==> src/source/j4_io_pkg.sv <==
package j4_io_pkg;

  localparam int WORD_W = 16;                // I/O bus word
  localparam int PIN_W  = 8;                 // Pins per port
  localparam int MISC_W = 3;                 // Misc out and misc in
  localparam int SLOT_N = 4;                 // Hardware threads

  typedef logic [WORD_W-1:0] word_t;
  typedef logic [PIN_W-1:0]  pin_t;
  typedef logic [SLOT_N-1:0] slot_mask_t;    // One bit per thread
  typedef logic [MISC_W-1:0] misc_t;

  // Running thread, gray code in rotation order 0,1,3,2
  typedef enum logic [1:0] {
    SLOT0 = 2'd0,
    SLOT1 = 2'd1,
    SLOT3 = 2'd3,
    SLOT2 = 2'd2
  } thread_e;

  // Address bit of each register, one-hot address selects it
  typedef enum logic [3:0] {
    PMOD_IO    = 4'd0,                       // Pin data / pin input
    PMOD_DIR   = 4'd1,                       // 1 is output
    LEDS       = 4'd2,
    MISC_OUT   = 4'd3,
    HDR1_IO    = 4'd4,
    HDR1_DIR   = 4'd5,
    HDR2_IO    = 4'd6,
    HDR2_DIR   = 4'd7,
    TASK1      = 4'd8,                       // Exec token / timer or lap
    TASK2      = 4'd9,
    TASK3      = 4'd10,
    STATUS     = 4'd13,                      // External misc inputs
    TASK_FETCH = 4'd14,                      // Exec fetch, kill request on write
    THREAD_ID  = 4'd15
  } io_bit_e;

  // Task block values seen by the read mux
  typedef struct packed {
    word_t [3:1] slot_rd;                    // Lap for slot 0, timer for others
    word_t       exec;                       // Token of the running thread
  } task_rd_t;

endpackage

==> src/source/io_bus_if.sv <==
// Registered I/O bus, one cycle behind the CPU strobes
interface io_bus_if;

  logic                 rd;                  // Read strobe
  logic                 wr;                  // Write strobe
  j4_io_pkg::word_t     addr;                // Held between accesses
  j4_io_pkg::word_t     wdata;
  j4_io_pkg::thread_e   thread;              // Thread of this cycle

  modport stage (
    output rd,
    output wr,
    output addr,
    output wdata,
    output thread
  );

  modport sink (
    input rd,
    input wr,
    input addr,
    input wdata,
    input thread
  );

  // Read-back only needs select and thread
  modport mux (
    input addr,
    input thread
  );

endinterface

==> src/source/gpio_rd_if.sv <==
// Port state for read-back
interface gpio_rd_if;

  j4_io_pkg::pin_t  pmod_in;                 // Pin inputs
  j4_io_pkg::pin_t  hdr1_in;
  j4_io_pkg::pin_t  hdr2_in;
  j4_io_pkg::pin_t  pmod_dir;                // Direction registers
  j4_io_pkg::pin_t  hdr1_dir;
  j4_io_pkg::pin_t  hdr2_dir;
  j4_io_pkg::pin_t  leds;
  j4_io_pkg::misc_t misc_out;

  modport bank (
    output pmod_in, hdr1_in, hdr2_in,
    output pmod_dir, hdr1_dir, hdr2_dir,
    output leds, misc_out
  );

  modport mux (
    input pmod_in, hdr1_in, hdr2_in,
    input pmod_dir, hdr1_dir, hdr2_dir,
    input leds, misc_out
  );

endinterface

==> src/source/io_bus_stage.sv <==
module io_bus_stage (
  input  logic               clk,
  input  logic               resetq,
  input  logic               io_rd,          // One-cycle CPU strobes
  input  logic               io_wr,
  input  j4_io_pkg::word_t   io_addr,
  input  j4_io_pkg::word_t   io_wdata,
  input  j4_io_pkg::thread_e io_thread,
  io_bus_if.stage            bus
);

  logic access;

  assign access = io_rd | io_wr;             // Any strobe

  // Strobes are the only control state here
  always_ff @(posedge clk) begin
    if (!resetq) begin
      bus.rd <= 1'b0;
      bus.wr <= 1'b0;
    end else begin
      bus.rd <= io_rd;
      bus.wr <= io_wr;
    end
  end

  // Data and thread follow every cycle
  always_ff @(posedge clk) begin
    bus.wdata  <= io_wdata;
    bus.thread <= io_thread;                 // Same edge as the address
    if (access) begin
      bus.addr <= io_addr;                   // Held until the next access
    end
  end

endmodule

==> src/source/gpio_bank.sv <==
module gpio_bank #(
  parameter int PIN_W = j4_io_pkg::PIN_W
) (
  input  logic              clk,
  input  logic              resetq,
  io_bus_if.sink            bus,
  input  j4_io_pkg::pin_t   pmod_in,         // Pad inputs
  input  j4_io_pkg::pin_t   hdr1_in,
  input  j4_io_pkg::pin_t   hdr2_in,
  output j4_io_pkg::pin_t   pmod_out,        // Registered pad outputs
  output j4_io_pkg::pin_t   pmod_oe,
  output j4_io_pkg::pin_t   hdr1_out,
  output j4_io_pkg::pin_t   hdr1_oe,
  output j4_io_pkg::pin_t   hdr2_out,
  output j4_io_pkg::pin_t   hdr2_oe,
  output j4_io_pkg::pin_t   leds,
  output j4_io_pkg::misc_t  misc_out,
  gpio_rd_if.bank           rd
);

  localparam int PORT_N = 3;                 // PMOD, HDR1, HDR2

  localparam j4_io_pkg::io_bit_e IO_BIT [PORT_N] =
    '{j4_io_pkg::PMOD_IO, j4_io_pkg::HDR1_IO, j4_io_pkg::HDR2_IO};
  localparam j4_io_pkg::io_bit_e DIR_BIT [PORT_N] =
    '{j4_io_pkg::PMOD_DIR, j4_io_pkg::HDR1_DIR, j4_io_pkg::HDR2_DIR};

  j4_io_pkg::pin_t  port_q [PORT_N];         // Pin data registers
  j4_io_pkg::pin_t  dir_q  [PORT_N];         // 1 drives the pin
  j4_io_pkg::pin_t  leds_q;
  j4_io_pkg::misc_t misc_q;
  j4_io_pkg::pin_t  wbyte;

  assign wbyte = bus.wdata[PIN_W-1:0];       // Ports take the low byte

  // Pin data only reaches a pad through its enable
  always_ff @(posedge clk) begin
    for (int p = 0; p < PORT_N; p++) begin
      if (bus.wr && bus.addr[IO_BIT[p]]) begin
        port_q[p] <= wbyte;
      end
    end
  end

  always_ff @(posedge clk) begin
    if (!resetq) begin
      for (int p = 0; p < PORT_N; p++) begin
        dir_q[p] <= '0;                      // All pins input
      end
      leds_q <= '0;
      misc_q <= '0;
    end else begin
      for (int p = 0; p < PORT_N; p++) begin
        if (bus.wr && bus.addr[DIR_BIT[p]]) begin
          dir_q[p] <= wbyte;
        end
      end
      if (bus.wr && bus.addr[j4_io_pkg::LEDS]) begin
        leds_q <= wbyte;
      end
      if (bus.wr && bus.addr[j4_io_pkg::MISC_OUT]) begin
        misc_q <= bus.wdata[j4_io_pkg::MISC_W-1:0];
      end
    end
  end

  assign pmod_out = port_q[0];
  assign pmod_oe  = dir_q[0];                // Enable is the direction bit
  assign hdr1_out = port_q[1];
  assign hdr1_oe  = dir_q[1];
  assign hdr2_out = port_q[2];
  assign hdr2_oe  = dir_q[2];
  assign leds     = leds_q;
  assign misc_out = misc_q;

  // IO bits read the pads, not the data registers
  assign rd.pmod_in  = pmod_in;
  assign rd.hdr1_in  = hdr1_in;
  assign rd.hdr2_in  = hdr2_in;
  assign rd.pmod_dir = dir_q[0];
  assign rd.hdr1_dir = dir_q[1];
  assign rd.hdr2_dir = dir_q[2];
  assign rd.leds     = leds_q;
  assign rd.misc_out = misc_q;

endmodule

==> src/source/task_slots.sv <==
module task_slots (
  input  logic                  clk,
  input  logic                  resetq,
  io_bus_if.sink                bus,
  output j4_io_pkg::task_rd_t   task_rd,
  output j4_io_pkg::slot_mask_t kill_slot_rq
);

  localparam int TASK_BASE = int'(j4_io_pkg::TASK1);   // TASKn is bit TASK_BASE+n-1

  // Timer n advances on accesses from this thread, staggered around the rotation
  localparam j4_io_pkg::thread_e CNT_THREAD [1:3] =
    '{j4_io_pkg::SLOT3, j4_io_pkg::SLOT2, j4_io_pkg::SLOT1};

  j4_io_pkg::word_t       exec_tok [1:3];    // Task exec tokens
  j4_io_pkg::word_t       timer    [1:3];    // Accesses since last fetch
  j4_io_pkg::word_t       lap      [1:3];    // Timer at last fetch
  j4_io_pkg::word_t [3:1] slot_live;
  j4_io_pkg::word_t [3:1] slot_hold;
  logic                   bus_act;
  logic                   is_slot0;
  logic                   fetch_rd;
  logic                   fetch_wr;

  assign bus_act  = bus.rd | bus.wr;
  assign is_slot0 = (bus.thread == j4_io_pkg::SLOT0);
  assign fetch_rd = bus.rd & bus.addr[j4_io_pkg::TASK_FETCH];
  assign fetch_wr = bus.wr & bus.addr[j4_io_pkg::TASK_FETCH];

  always_ff @(posedge clk) begin
    if (!resetq) begin
      for (int n = 1; n <= 3; n++) begin
        exec_tok[n] <= '0;
        timer[n]    <= '0;
        lap[n]      <= '0;
      end
    end else begin
      for (int n = 1; n <= 3; n++) begin
        // Any slot may assign a task
        if (bus.wr && bus.addr[TASK_BASE + n - 1]) begin
          exec_tok[n] <= bus.wdata;
        end
        if (fetch_rd && bus.thread == 2'(n)) begin
          lap[n]   <= timer[n];              // Slot n fetched its next task
          timer[n] <= '0;
        end else begin
          if (bus_act && bus.thread == CNT_THREAD[n]) begin
            timer[n] <= timer[n] + 1'b1;
          end
          // Slot 0 poll consumes the lap
          if (bus.rd && is_slot0 && bus.addr[TASK_BASE + n - 1]) begin
            lap[n] <= '0;
          end
        end
      end
    end
  end

  // Own bit for a worker slot, any mask for slot 0
  always_ff @(posedge clk) begin
    if (!resetq) begin
      kill_slot_rq <= '0;
    end else if (!fetch_wr) begin
      kill_slot_rq <= '0;                    // One-cycle request
    end else if (is_slot0) begin
      kill_slot_rq <= bus.wdata[j4_io_pkg::SLOT_N-1:0];
    end else begin
      kill_slot_rq <= j4_io_pkg::slot_mask_t'(1) << bus.thread;
    end
  end

  always_comb begin
    for (int n = 1; n <= 3; n++) begin
      slot_live[n] = is_slot0 ? lap[n] : timer[n];
    end
  end

  // Value frozen after the access cycle, the read's own lap clear
  // or timer step must not change the returned word
  always_ff @(posedge clk) begin
    if (bus_act) begin
      slot_hold <= slot_live;
    end
  end

  always_comb begin
    task_rd.slot_rd = bus_act ? slot_live : slot_hold;
    case (bus.thread)
      j4_io_pkg::SLOT1: task_rd.exec = exec_tok[1];
      j4_io_pkg::SLOT2: task_rd.exec = exec_tok[2];
      j4_io_pkg::SLOT3: task_rd.exec = exec_tok[3];
      default:          task_rd.exec = '0;  // Slot 0 always runs quit
    endcase
  end

endmodule

==> src/source/io_read_mux.sv <==
module io_read_mux #(
  parameter int PIN_W = j4_io_pkg::PIN_W
) (
  io_bus_if.mux                bus,
  gpio_rd_if.mux               gpio,
  input  j4_io_pkg::task_rd_t  task_rd,
  input  j4_io_pkg::misc_t     misc_in,      // External status inputs
  output j4_io_pkg::word_t     io_rdata
);

  // Port value widened to a bus word
  function automatic j4_io_pkg::word_t pin_ext(input j4_io_pkg::pin_t p);
    return {{(j4_io_pkg::WORD_W - PIN_W){1'b0}}, p[PIN_W-1:0]};
  endfunction

  function automatic j4_io_pkg::word_t misc_ext(input j4_io_pkg::misc_t m);
    return {{(j4_io_pkg::WORD_W - j4_io_pkg::MISC_W){1'b0}}, m};
  endfunction

  // OR of every selected source, address is one-hot in use
  always_comb begin
    io_rdata = '0;
    if (bus.addr[j4_io_pkg::PMOD_IO])    io_rdata |= pin_ext(gpio.pmod_in);
    if (bus.addr[j4_io_pkg::PMOD_DIR])   io_rdata |= pin_ext(gpio.pmod_dir);
    if (bus.addr[j4_io_pkg::LEDS])       io_rdata |= pin_ext(gpio.leds);
    if (bus.addr[j4_io_pkg::MISC_OUT])   io_rdata |= misc_ext(gpio.misc_out);
    if (bus.addr[j4_io_pkg::HDR1_IO])    io_rdata |= pin_ext(gpio.hdr1_in);
    if (bus.addr[j4_io_pkg::HDR1_DIR])   io_rdata |= pin_ext(gpio.hdr1_dir);
    if (bus.addr[j4_io_pkg::HDR2_IO])    io_rdata |= pin_ext(gpio.hdr2_in);
    if (bus.addr[j4_io_pkg::HDR2_DIR])   io_rdata |= pin_ext(gpio.hdr2_dir);
    if (bus.addr[j4_io_pkg::TASK1])      io_rdata |= task_rd.slot_rd[1];
    if (bus.addr[j4_io_pkg::TASK2])      io_rdata |= task_rd.slot_rd[2];
    if (bus.addr[j4_io_pkg::TASK3])      io_rdata |= task_rd.slot_rd[3];
    if (bus.addr[j4_io_pkg::STATUS])     io_rdata |= misc_ext(misc_in);
    if (bus.addr[j4_io_pkg::TASK_FETCH]) io_rdata |= task_rd.exec;
    if (bus.addr[j4_io_pkg::THREAD_ID])  io_rdata |= j4_io_pkg::word_t'(bus.thread);
  end

endmodule

==> src/source/j4_io_top.sv <==
module j4_io_top #(
  parameter int PIN_W = j4_io_pkg::PIN_W
) (
  input  logic                  clk,
  input  logic                  resetq,
  input  logic                  io_rd,       // CPU I/O strobes
  input  logic                  io_wr,
  input  j4_io_pkg::word_t      io_addr,
  input  j4_io_pkg::word_t      io_wdata,
  input  j4_io_pkg::thread_e    io_thread,   // Running thread
  output j4_io_pkg::word_t      io_rdata,
  input  j4_io_pkg::pin_t       pmod_in,
  output j4_io_pkg::pin_t       pmod_out,
  output j4_io_pkg::pin_t       pmod_oe,
  input  j4_io_pkg::pin_t       hdr1_in,
  output j4_io_pkg::pin_t       hdr1_out,
  output j4_io_pkg::pin_t       hdr1_oe,
  input  j4_io_pkg::pin_t       hdr2_in,
  output j4_io_pkg::pin_t       hdr2_out,
  output j4_io_pkg::pin_t       hdr2_oe,
  output j4_io_pkg::pin_t       leds,
  output j4_io_pkg::misc_t      misc_out,
  input  j4_io_pkg::misc_t      misc_in,
  output j4_io_pkg::slot_mask_t kill_slot_rq  // Slot reboot requests
);

  io_bus_if  bus_if ();
  gpio_rd_if gpio_if ();

  j4_io_pkg::task_rd_t task_rd;

  io_bus_stage u_stage (
    .clk       (clk),
    .resetq    (resetq),
    .io_rd     (io_rd),
    .io_wr     (io_wr),
    .io_addr   (io_addr),
    .io_wdata  (io_wdata),
    .io_thread (io_thread),
    .bus       (bus_if.stage)
  );

  gpio_bank #(.PIN_W(PIN_W)) u_gpio (
    .clk      (clk),
    .resetq   (resetq),
    .bus      (bus_if.sink),
    .pmod_in  (pmod_in),
    .hdr1_in  (hdr1_in),
    .hdr2_in  (hdr2_in),
    .pmod_out (pmod_out),
    .pmod_oe  (pmod_oe),
    .hdr1_out (hdr1_out),
    .hdr1_oe  (hdr1_oe),
    .hdr2_out (hdr2_out),
    .hdr2_oe  (hdr2_oe),
    .leds     (leds),
    .misc_out (misc_out),
    .rd       (gpio_if.bank)
  );

  task_slots u_task (
    .clk          (clk),
    .resetq       (resetq),
    .bus          (bus_if.sink),
    .task_rd      (task_rd),
    .kill_slot_rq (kill_slot_rq)
  );

  io_read_mux #(.PIN_W(PIN_W)) u_rmux (
    .bus      (bus_if.mux),
    .gpio     (gpio_if.mux),
    .task_rd  (task_rd),
    .misc_in  (misc_in),
    .io_rdata (io_rdata)
  );

endmodule

==> config.mk <==
export PLATFORM = sky130hd
export DESIGN_NAME = j4_io_top
export DESIGN_NICKNAME = d
export VERILOG_FILES = /design/src/source/j4_io_pkg.sv /design/src/source/io_bus_if.sv /design/src/source/gpio_rd_if.sv /design/src/source/io_bus_stage.sv /design/src/source/gpio_bank.sv /design/src/source/task_slots.sv /design/src/source/io_read_mux.sv /design/src/source/j4_io_top.sv
export SDC_FILE = /design/constraint.sdc
export NUM_CORES = 1
export LEC_CHECK = 0
export ABC_AREA = 1
export ABC_CLOCK_PERIOD_IN_PS = 5400
export BUFFER_PORTS_ARGS = -buffer_cell sky130_fd_sc_hd__buf_2
export CAP_MARGIN = 0
export CORE_ASPECT_RATIO = 1.2
export CORE_MARGIN = 5
export CORE_UTILIZATION = 60
export DETAILED_ROUTE_END_ITERATION = 6
export PLACE_DENSITY = 0.82
export SLEW_MARGIN = 20
export SYNTH_ARGS = -nofsm -noshare
export SYNTH_HDL_FRONTEND = slang
export SYNTH_SLANG_ARGS = --single-unit
==> constraint.sdc <==
create_clock -name clk -period 5.4 [get_ports clk]
set_input_delay 1.08 -clock clk [delete_from_list [all_inputs] [get_ports clk]]
set_output_delay 1.08 -clock clk [all_outputs]
set_load 0.005 [all_outputs]
; Word-level counts from Yosys, hierarchy flattened
; Memories as Yosys holds them, arrays and structs flattened.
; Cells that the tools add are included.
[word_totals]
regBits = 99
ram_bits = 192
in_bits = 65
out_inout_bits = 79
word_cells = 177
mem_count = 5
[classes]
add_sub_neg = 3
n_eq_ne = 3
shift = 1
mux = 96
bitwise = 35
reduce_logical = 23
[mem_list]
columns = memory, words, width, read_ports, rd_clocked_by_memory_dff, wr, line
row1 = u_task.exec_tok, 3, 16, 3, 0, 3, task_slots.sv:15  ; j4_io_pkg::word_t exec_tok [1:3];
row2 = u_task.lap, 3, 16, 3, 0, 3, task_slots.sv:17  ; j4_io_pkg::word_t lap [1:3];
row3 = u_task.timer, 3, 16, 3, 0, 3, task_slots.sv:16  ; j4_io_pkg::word_t timer [1:3];
row4 = u_gpio.dir_q, 3, 8, 3, 0, 3, gpio_bank.sv:29  ; j4_io_pkg::pin_t dir_q [PORT_N];
row5 = u_gpio.port_q, 3, 8, 3, 0, 3, gpio_bank.sv:28  ; j4_io_pkg::pin_t port_q [PORT_N];
[ops]
columns = cell, count
row1 = 16-bit two-way mux, 31
row2 = 16-bit by 8-bit bitwise OR with 16-bit output, 6
row3 = 16-bit bitwise OR, 4
row4 = 1-bit two-way mux, 58
row5 = 16-bit by 1-bit adder with 16-bit output (second input constant), 3
row6 = 48-bit two-way mux, 1
row7 = 16-bit case mux with 3 select lines, 1
row8 = 8-bit two-way mux, 4
row9 = 16-bit by 3-bit bitwise OR with 16-bit output, 2
row10 = 1-bit logical AND, 21
row11 = 1-bit bitwise OR, 20
row12 = 16-bit by 2-bit bitwise OR with 16-bit output, 1
row13 = 2-bit equality test (second input constant), 2
row14 = 4-bit two-way mux, 1
row15 = 1-bit by 2-bit left shift with 4-bit output (first input constant), 1
row16 = 1-bit AND, 2
row17 = 2-bit by 1-bit equality test with 1-bit output (second input constant), 1
row18 = 2-bit logical NOT, 1
row19 = 2-bit AND reduction, 1

; Longest topological paths before layout
[logic_depth]
depth_word = 27
mapped_depth = 10
mapped_depth_nobuf = 8

; By module
; Synthesis repeated with hierarchy kept, for this count alone.
[unflattened]
hier_cells = 1457
area_unflattened_um2 = 13110.1
[by_module_without_submodules]
columns = mod, n_inst, cells_each, area_per_inst_um2
row1 = task_slots, 1, 982, 8702.1
row2 = gpio_bank, 1, 191, 2486.1
row3 = io_read_mux, 1, 241, 1014.7
row4 = io_bus_stage, 1, 43, 907.1

; Least setup slack after synthesis
; Ideal clock, no wire load.
[synth_timing]
kind = input port to flip-flop
startpoint = in resetq
endpoint = reg u_task.exec_tok[0][32] (netlist name)
setup_time_ps = 464
arrival_time_ps = 2254
slack_ps = 2682
cell_stages = 4
path_cell_list = clkbuf_1 -> clkbuf_1 -> buf_2 -> o21ai_0
[synth_rtl]
columns = item, line
row1 = start: declaration, j4_io_top.sv:5  ; input logic resetq,

; Worst setup path after layout
[layout_timing]
startpoint = reg u_stage.bus.wr
endpoint = out io_rdata[5]
[layout_between]
elab_chain_cells = 14
[layout_lines]
columns = item, line
row1 = start: declaration, io_bus_if.sv:12  ; output wr,
row2 = start signal: assignment, io_bus_stage.sv:23  ; bus.wr <= io_wr;
row3 = 1-bit bitwise OR *, task_slots.sv:25  ; assign bus_act = bus.rd | bus.wr;
row4 = 48-bit two-way mux *, task_slots.sv:87  ; task_rd.slot_rd = bus_act ? slot_live : slot_hold;
row5 = 16-bit bitwise OR, io_read_mux.sv:31  ; if (bus.addr[j4_io_pkg::TASK1]) io_rdata |= task_rd.slot_rd[1];
row6 = 16-bit two-way mux, io_read_mux.sv:31
row7 = 16-bit bitwise OR, io_read_mux.sv:32  ; if (bus.addr[j4_io_pkg::TASK2]) io_rdata |= task_rd.slot_rd[2];
row8 = 16-bit two-way mux, io_read_mux.sv:32
row9 = 16-bit bitwise OR, io_read_mux.sv:33  ; if (bus.addr[j4_io_pkg::TASK3]) io_rdata |= task_rd.slot_rd[3];
row10 = 16-bit two-way mux *, io_read_mux.sv:33
row11 = 16-bit by 3-bit bitwise OR with 16-bit output, io_read_mux.sv:34  ; if (bus.addr[j4_io_pkg::STATUS]) io_rdata |= misc_ext(misc_in);
row12 = 16-bit two-way mux *, io_read_mux.sv:34
row13 = 16-bit bitwise OR, io_read_mux.sv:35  ; if (bus.addr[j4_io_pkg::TASK_FETCH]) io_rdata |= task_rd.exec;
row14 = 16-bit two-way mux *, io_read_mux.sv:35
row15 = 16-bit by 2-bit bitwise OR with 16-bit output, io_read_mux.sv:36  ; if (bus.addr[j4_io_pkg::THREAD_ID]) io_rdata |= j4_io_pkg::word_t'(bus.thread);
row16 = 16-bit two-way mux *, io_read_mux.sv:36
row17 = end: declaration, j4_io_top.sv:11  ; output j4_io_pkg::word_t io_rdata,
; Mark *: on every way between the ends. The rest lies on a longest branch, timed or not.

==> impl_metrics.yaml <==
outcome:
  status: "completed"
setup_path:
  crit_chain: "nor2_4, inv_2, buf_4, nand3_1, nand2_1, nor2_1, nor2_1, nand2_1, buf_2"
  worstSetupEndpointType: "output port"
  cpPeakStageDelay_ps: 710
  r2r_start: "u_stage.bus.wr"
  crit_start: "u_stage.bus.wr"
  crit_slowest_cell: "dfxtp_1"
  critPathLaunchType: "flip-flop"
  r2r_cells: 6
  criticalPathCategory: "reg -> out"
  crit_required_ps: 4320
  critical_path.max_fanout: 37
  arrival_ps: 3100
synth:
  yosysTopAreaCellShare_pct: 48.81
  ys_warn_count: 0
  post_synth_num_cell_types: 30
  synth_seq_cells: 289
  synth.area.top_cells: "edfxtp_1, dfxtp_1, nand2_1, nand3_1, nor2_1"
  async_flop_share_pct: 0
  synth_edf_count: 206
  avgSynthCellArea_um2: 9.150
  synthFlopType: "edfxtp_1"
  yosysSeqAreaShare_pct: 61.92
  yosysTopAreaCell: "edfxtp_1"
  syn_inst: 1385
  synth_fp_nets: 1453
  synth_area_mm2: 0.01267
floorplanning:
  row_count: 58
  initial_core_util_pct: 60.64
  die_area_mm2: 0.02414
  ios: 144
  fp.dieH_um: 169.2
  core_mm2: 0.02090
  die_w_um: 142.7
timing:
  tightestPinTransition_ps: 985.8
  max-slew-margin-rel_pct: 34.03
  fmax_mhz: 239.3
  final_hold_viol_count: 0
  report.final.setup_viol: 0
  min_period_ps: 4179
  final_max_slew_viol_count: 0
  rsz0062_at_grt: "false"
  setup_tns_ps: 0
  layout_worst_path_cycle_share_pct: 77.39
  fin_worst_skew_ps: 17.47
clocking:
  clock_latency_ps: 550
  cts_sinks: 289
  cts-htree-levels: 1
  clock_path_buffers: 3
  cts_tree: "yes"
  root_buffer: "clkbuf_16"
  cts_buffers: 28
  postCtsSetupRepairBufs: 0
  cts.reportedPaths.clkPinSlew_ps: 70
  cts_hold_buf: 0
  ctsResizeCount: 0
global_route:
  grt_max_degree: 53
  antenna_found_initial: 1
  grt_pass1_wl_um: 52010
  grt_overflow: 0
  first_global_vias: 10089
  grtUsageTotal_pct: 27.09
routing:
  drc_errors: 0
  drtIter0Drc: 952
  wire_per_inst_um: 18.06
  ant_nets: 0
  num_vias: 10216
  vias_per_cell: 5.657
  routed_wl_um: 32610
  firstDrtPassIters: 6
power:
  p_total_mw: 5.028
  p_per_area_mw_per_mm2: 348.1
  peakVddDrop_v: 0.0003015
  p_leak_nw: 6.076
placement:
  globalplace.congestion: 0.8887
  postPlaceCellArea_mm2: 0.01355
  dpl.hpwl_um: 22180
  portBuffers: 141
cells_and_area:
  diodes: 0
  drive_above_1_share_pct: 15.63
  final_cell_mix: "nand2_1, edfxtp_1, nor2_1"
  final_nets: 1582
  stdcell_area_mm2: 0.01444
  area_growth_pct: 13.95
  layout_commonest_cell: "nand2_1"
min_path:
  hp-start: "u_stage.bus.wdata[7]"
  min_path_cells: 0
  hold_path_class: "reg -> reg"
flow_run:
  timing.max_cap.violations: 0
==> layer usage <==
metal	GRT usage, %	part of all wire (%)	vias to the layer above
li1	-	-	4803
met1	34.35	37	4818
met2	46.57	51	497
met3	4.904	8.1	96
met4	10.09	4.0	2
met5	0	0.043	-
==> cells by family (layout without fill, tap and decap cells) <==
| logic type | after synthesis | in the layout | synth area share [%] |
|---|---|---|---|
| and+or+nand+nor | 827 | 827 | 28.52 |
| adders and majority gates | 3 | 3 | 0.2962 |
| buffers and inverters | 182 | 333 | 5.766 |
| xor gates and xnor gates | 3 | 3 | 0.2074 |
| DFF | 289 | 289 | 61.92 |
| AOI/OAI and AO/OA | 81 | 81 | 3.288 |
==> sequential cells by signal, indices dropped and copies added (netlist names) <==
register and flops:
u_stage.bus.wdata 16, u_gpio.dir_q 24, u_gpio.misc_out 3, u_task.exec_tok 48
u_gpio.port_q 24, u_stage.bus.wr 1, u_task.kill_slot_rq 4, u_gpio.leds 8
u_stage.bus.thread 2, u_stage.bus.addr 14, u_task.timer 48, u_task.lap 48
u_task.slot_hold 48, u_stage.bus.rd 1
==> cell usage after synthesis, types with 2 or more instances <==
cell and n:
nand2_1 368, edfxtp_1 206, nor2_1 184, nand3_1 149, inv_1 127, dfxtp_1 83, a21oi_1 48, and2_1 41
nand4_1 33, or2_2 31, o21ai_0 28, clkbuf_1 24, buf_2 22, or2_0 6, nor3_1 5, or2_1 5
inv_2 4, buf_4 3, ha_1 3, xor2_1 3, a211oi_1 2, nor2_4 2
==> worst paths after layout <==
path / end / slack [ps]
setup / recovery: io_rdata[5] / 1220
hold / removal: u_gpio.port_q[0][7] / 480
setup reg to reg: u_task.timer[0][33] / 2270
hold reg to reg: u_gpio.port_q[0][7] / 480
==> report_power, final <==
part | switching [mW] | internal (mW) | total, mW | leakage [nW]
clock | 0.835 | 1.02 | 1.86 | 0.424
sequential | 0.113 | 2.55 | 2.67 | 2.77
combinational | 0.318 | 0.183 | 0.502 | 2.88
total | 1.27 | 3.76 | 5.03 | 6.08
==> metrics by stage <==
| stage | hold slack [ps] | worst slack, ps | utilization, % | instances |
|---|---|---|---|---|
| global route | 507.1 | 1080 | 69.10 | 1806 |
| finish | 476.0 | 1221 | 69.10 | 1806 |
| global placement | 463.6 | 1720 | 64.83 | 1754 |
| detailed placement | 472.5 | 1697 | 64.83 | 1754 |
| CTS | 478.6 | 1129 | 69.05 | 1806 |
| floorplan | 442.9 | 2682 | - | 1385 |
==> area by class of cell <==
| type | count | area (µm²) |
|---|---|---|
| inverters | 131 | 491.7 |
| multi-input cells | 914 | 4110 |
| clock buffers | 35 | 778.2 |
| clock inverters | 17 | 102.6 |
| well taps | 270 | 337.8 |
| flip-flops and latches | 289 | 7848 |
| repair buffers | 150 | 773.2 |
| fillers | 1578 | 6459 |
==> worst max-delay path: cells and delay by family (launching register included) <==
| kind | cells | cell delay, ps |
|---|---|---|
| buffers and inverters | 3 | 1060 |
| flip-flops | 1 | 710 |
| AND/OR/NAND/NOR | 6 | 780 |
No activity file was read; power rests on OpenSTA's default activity.
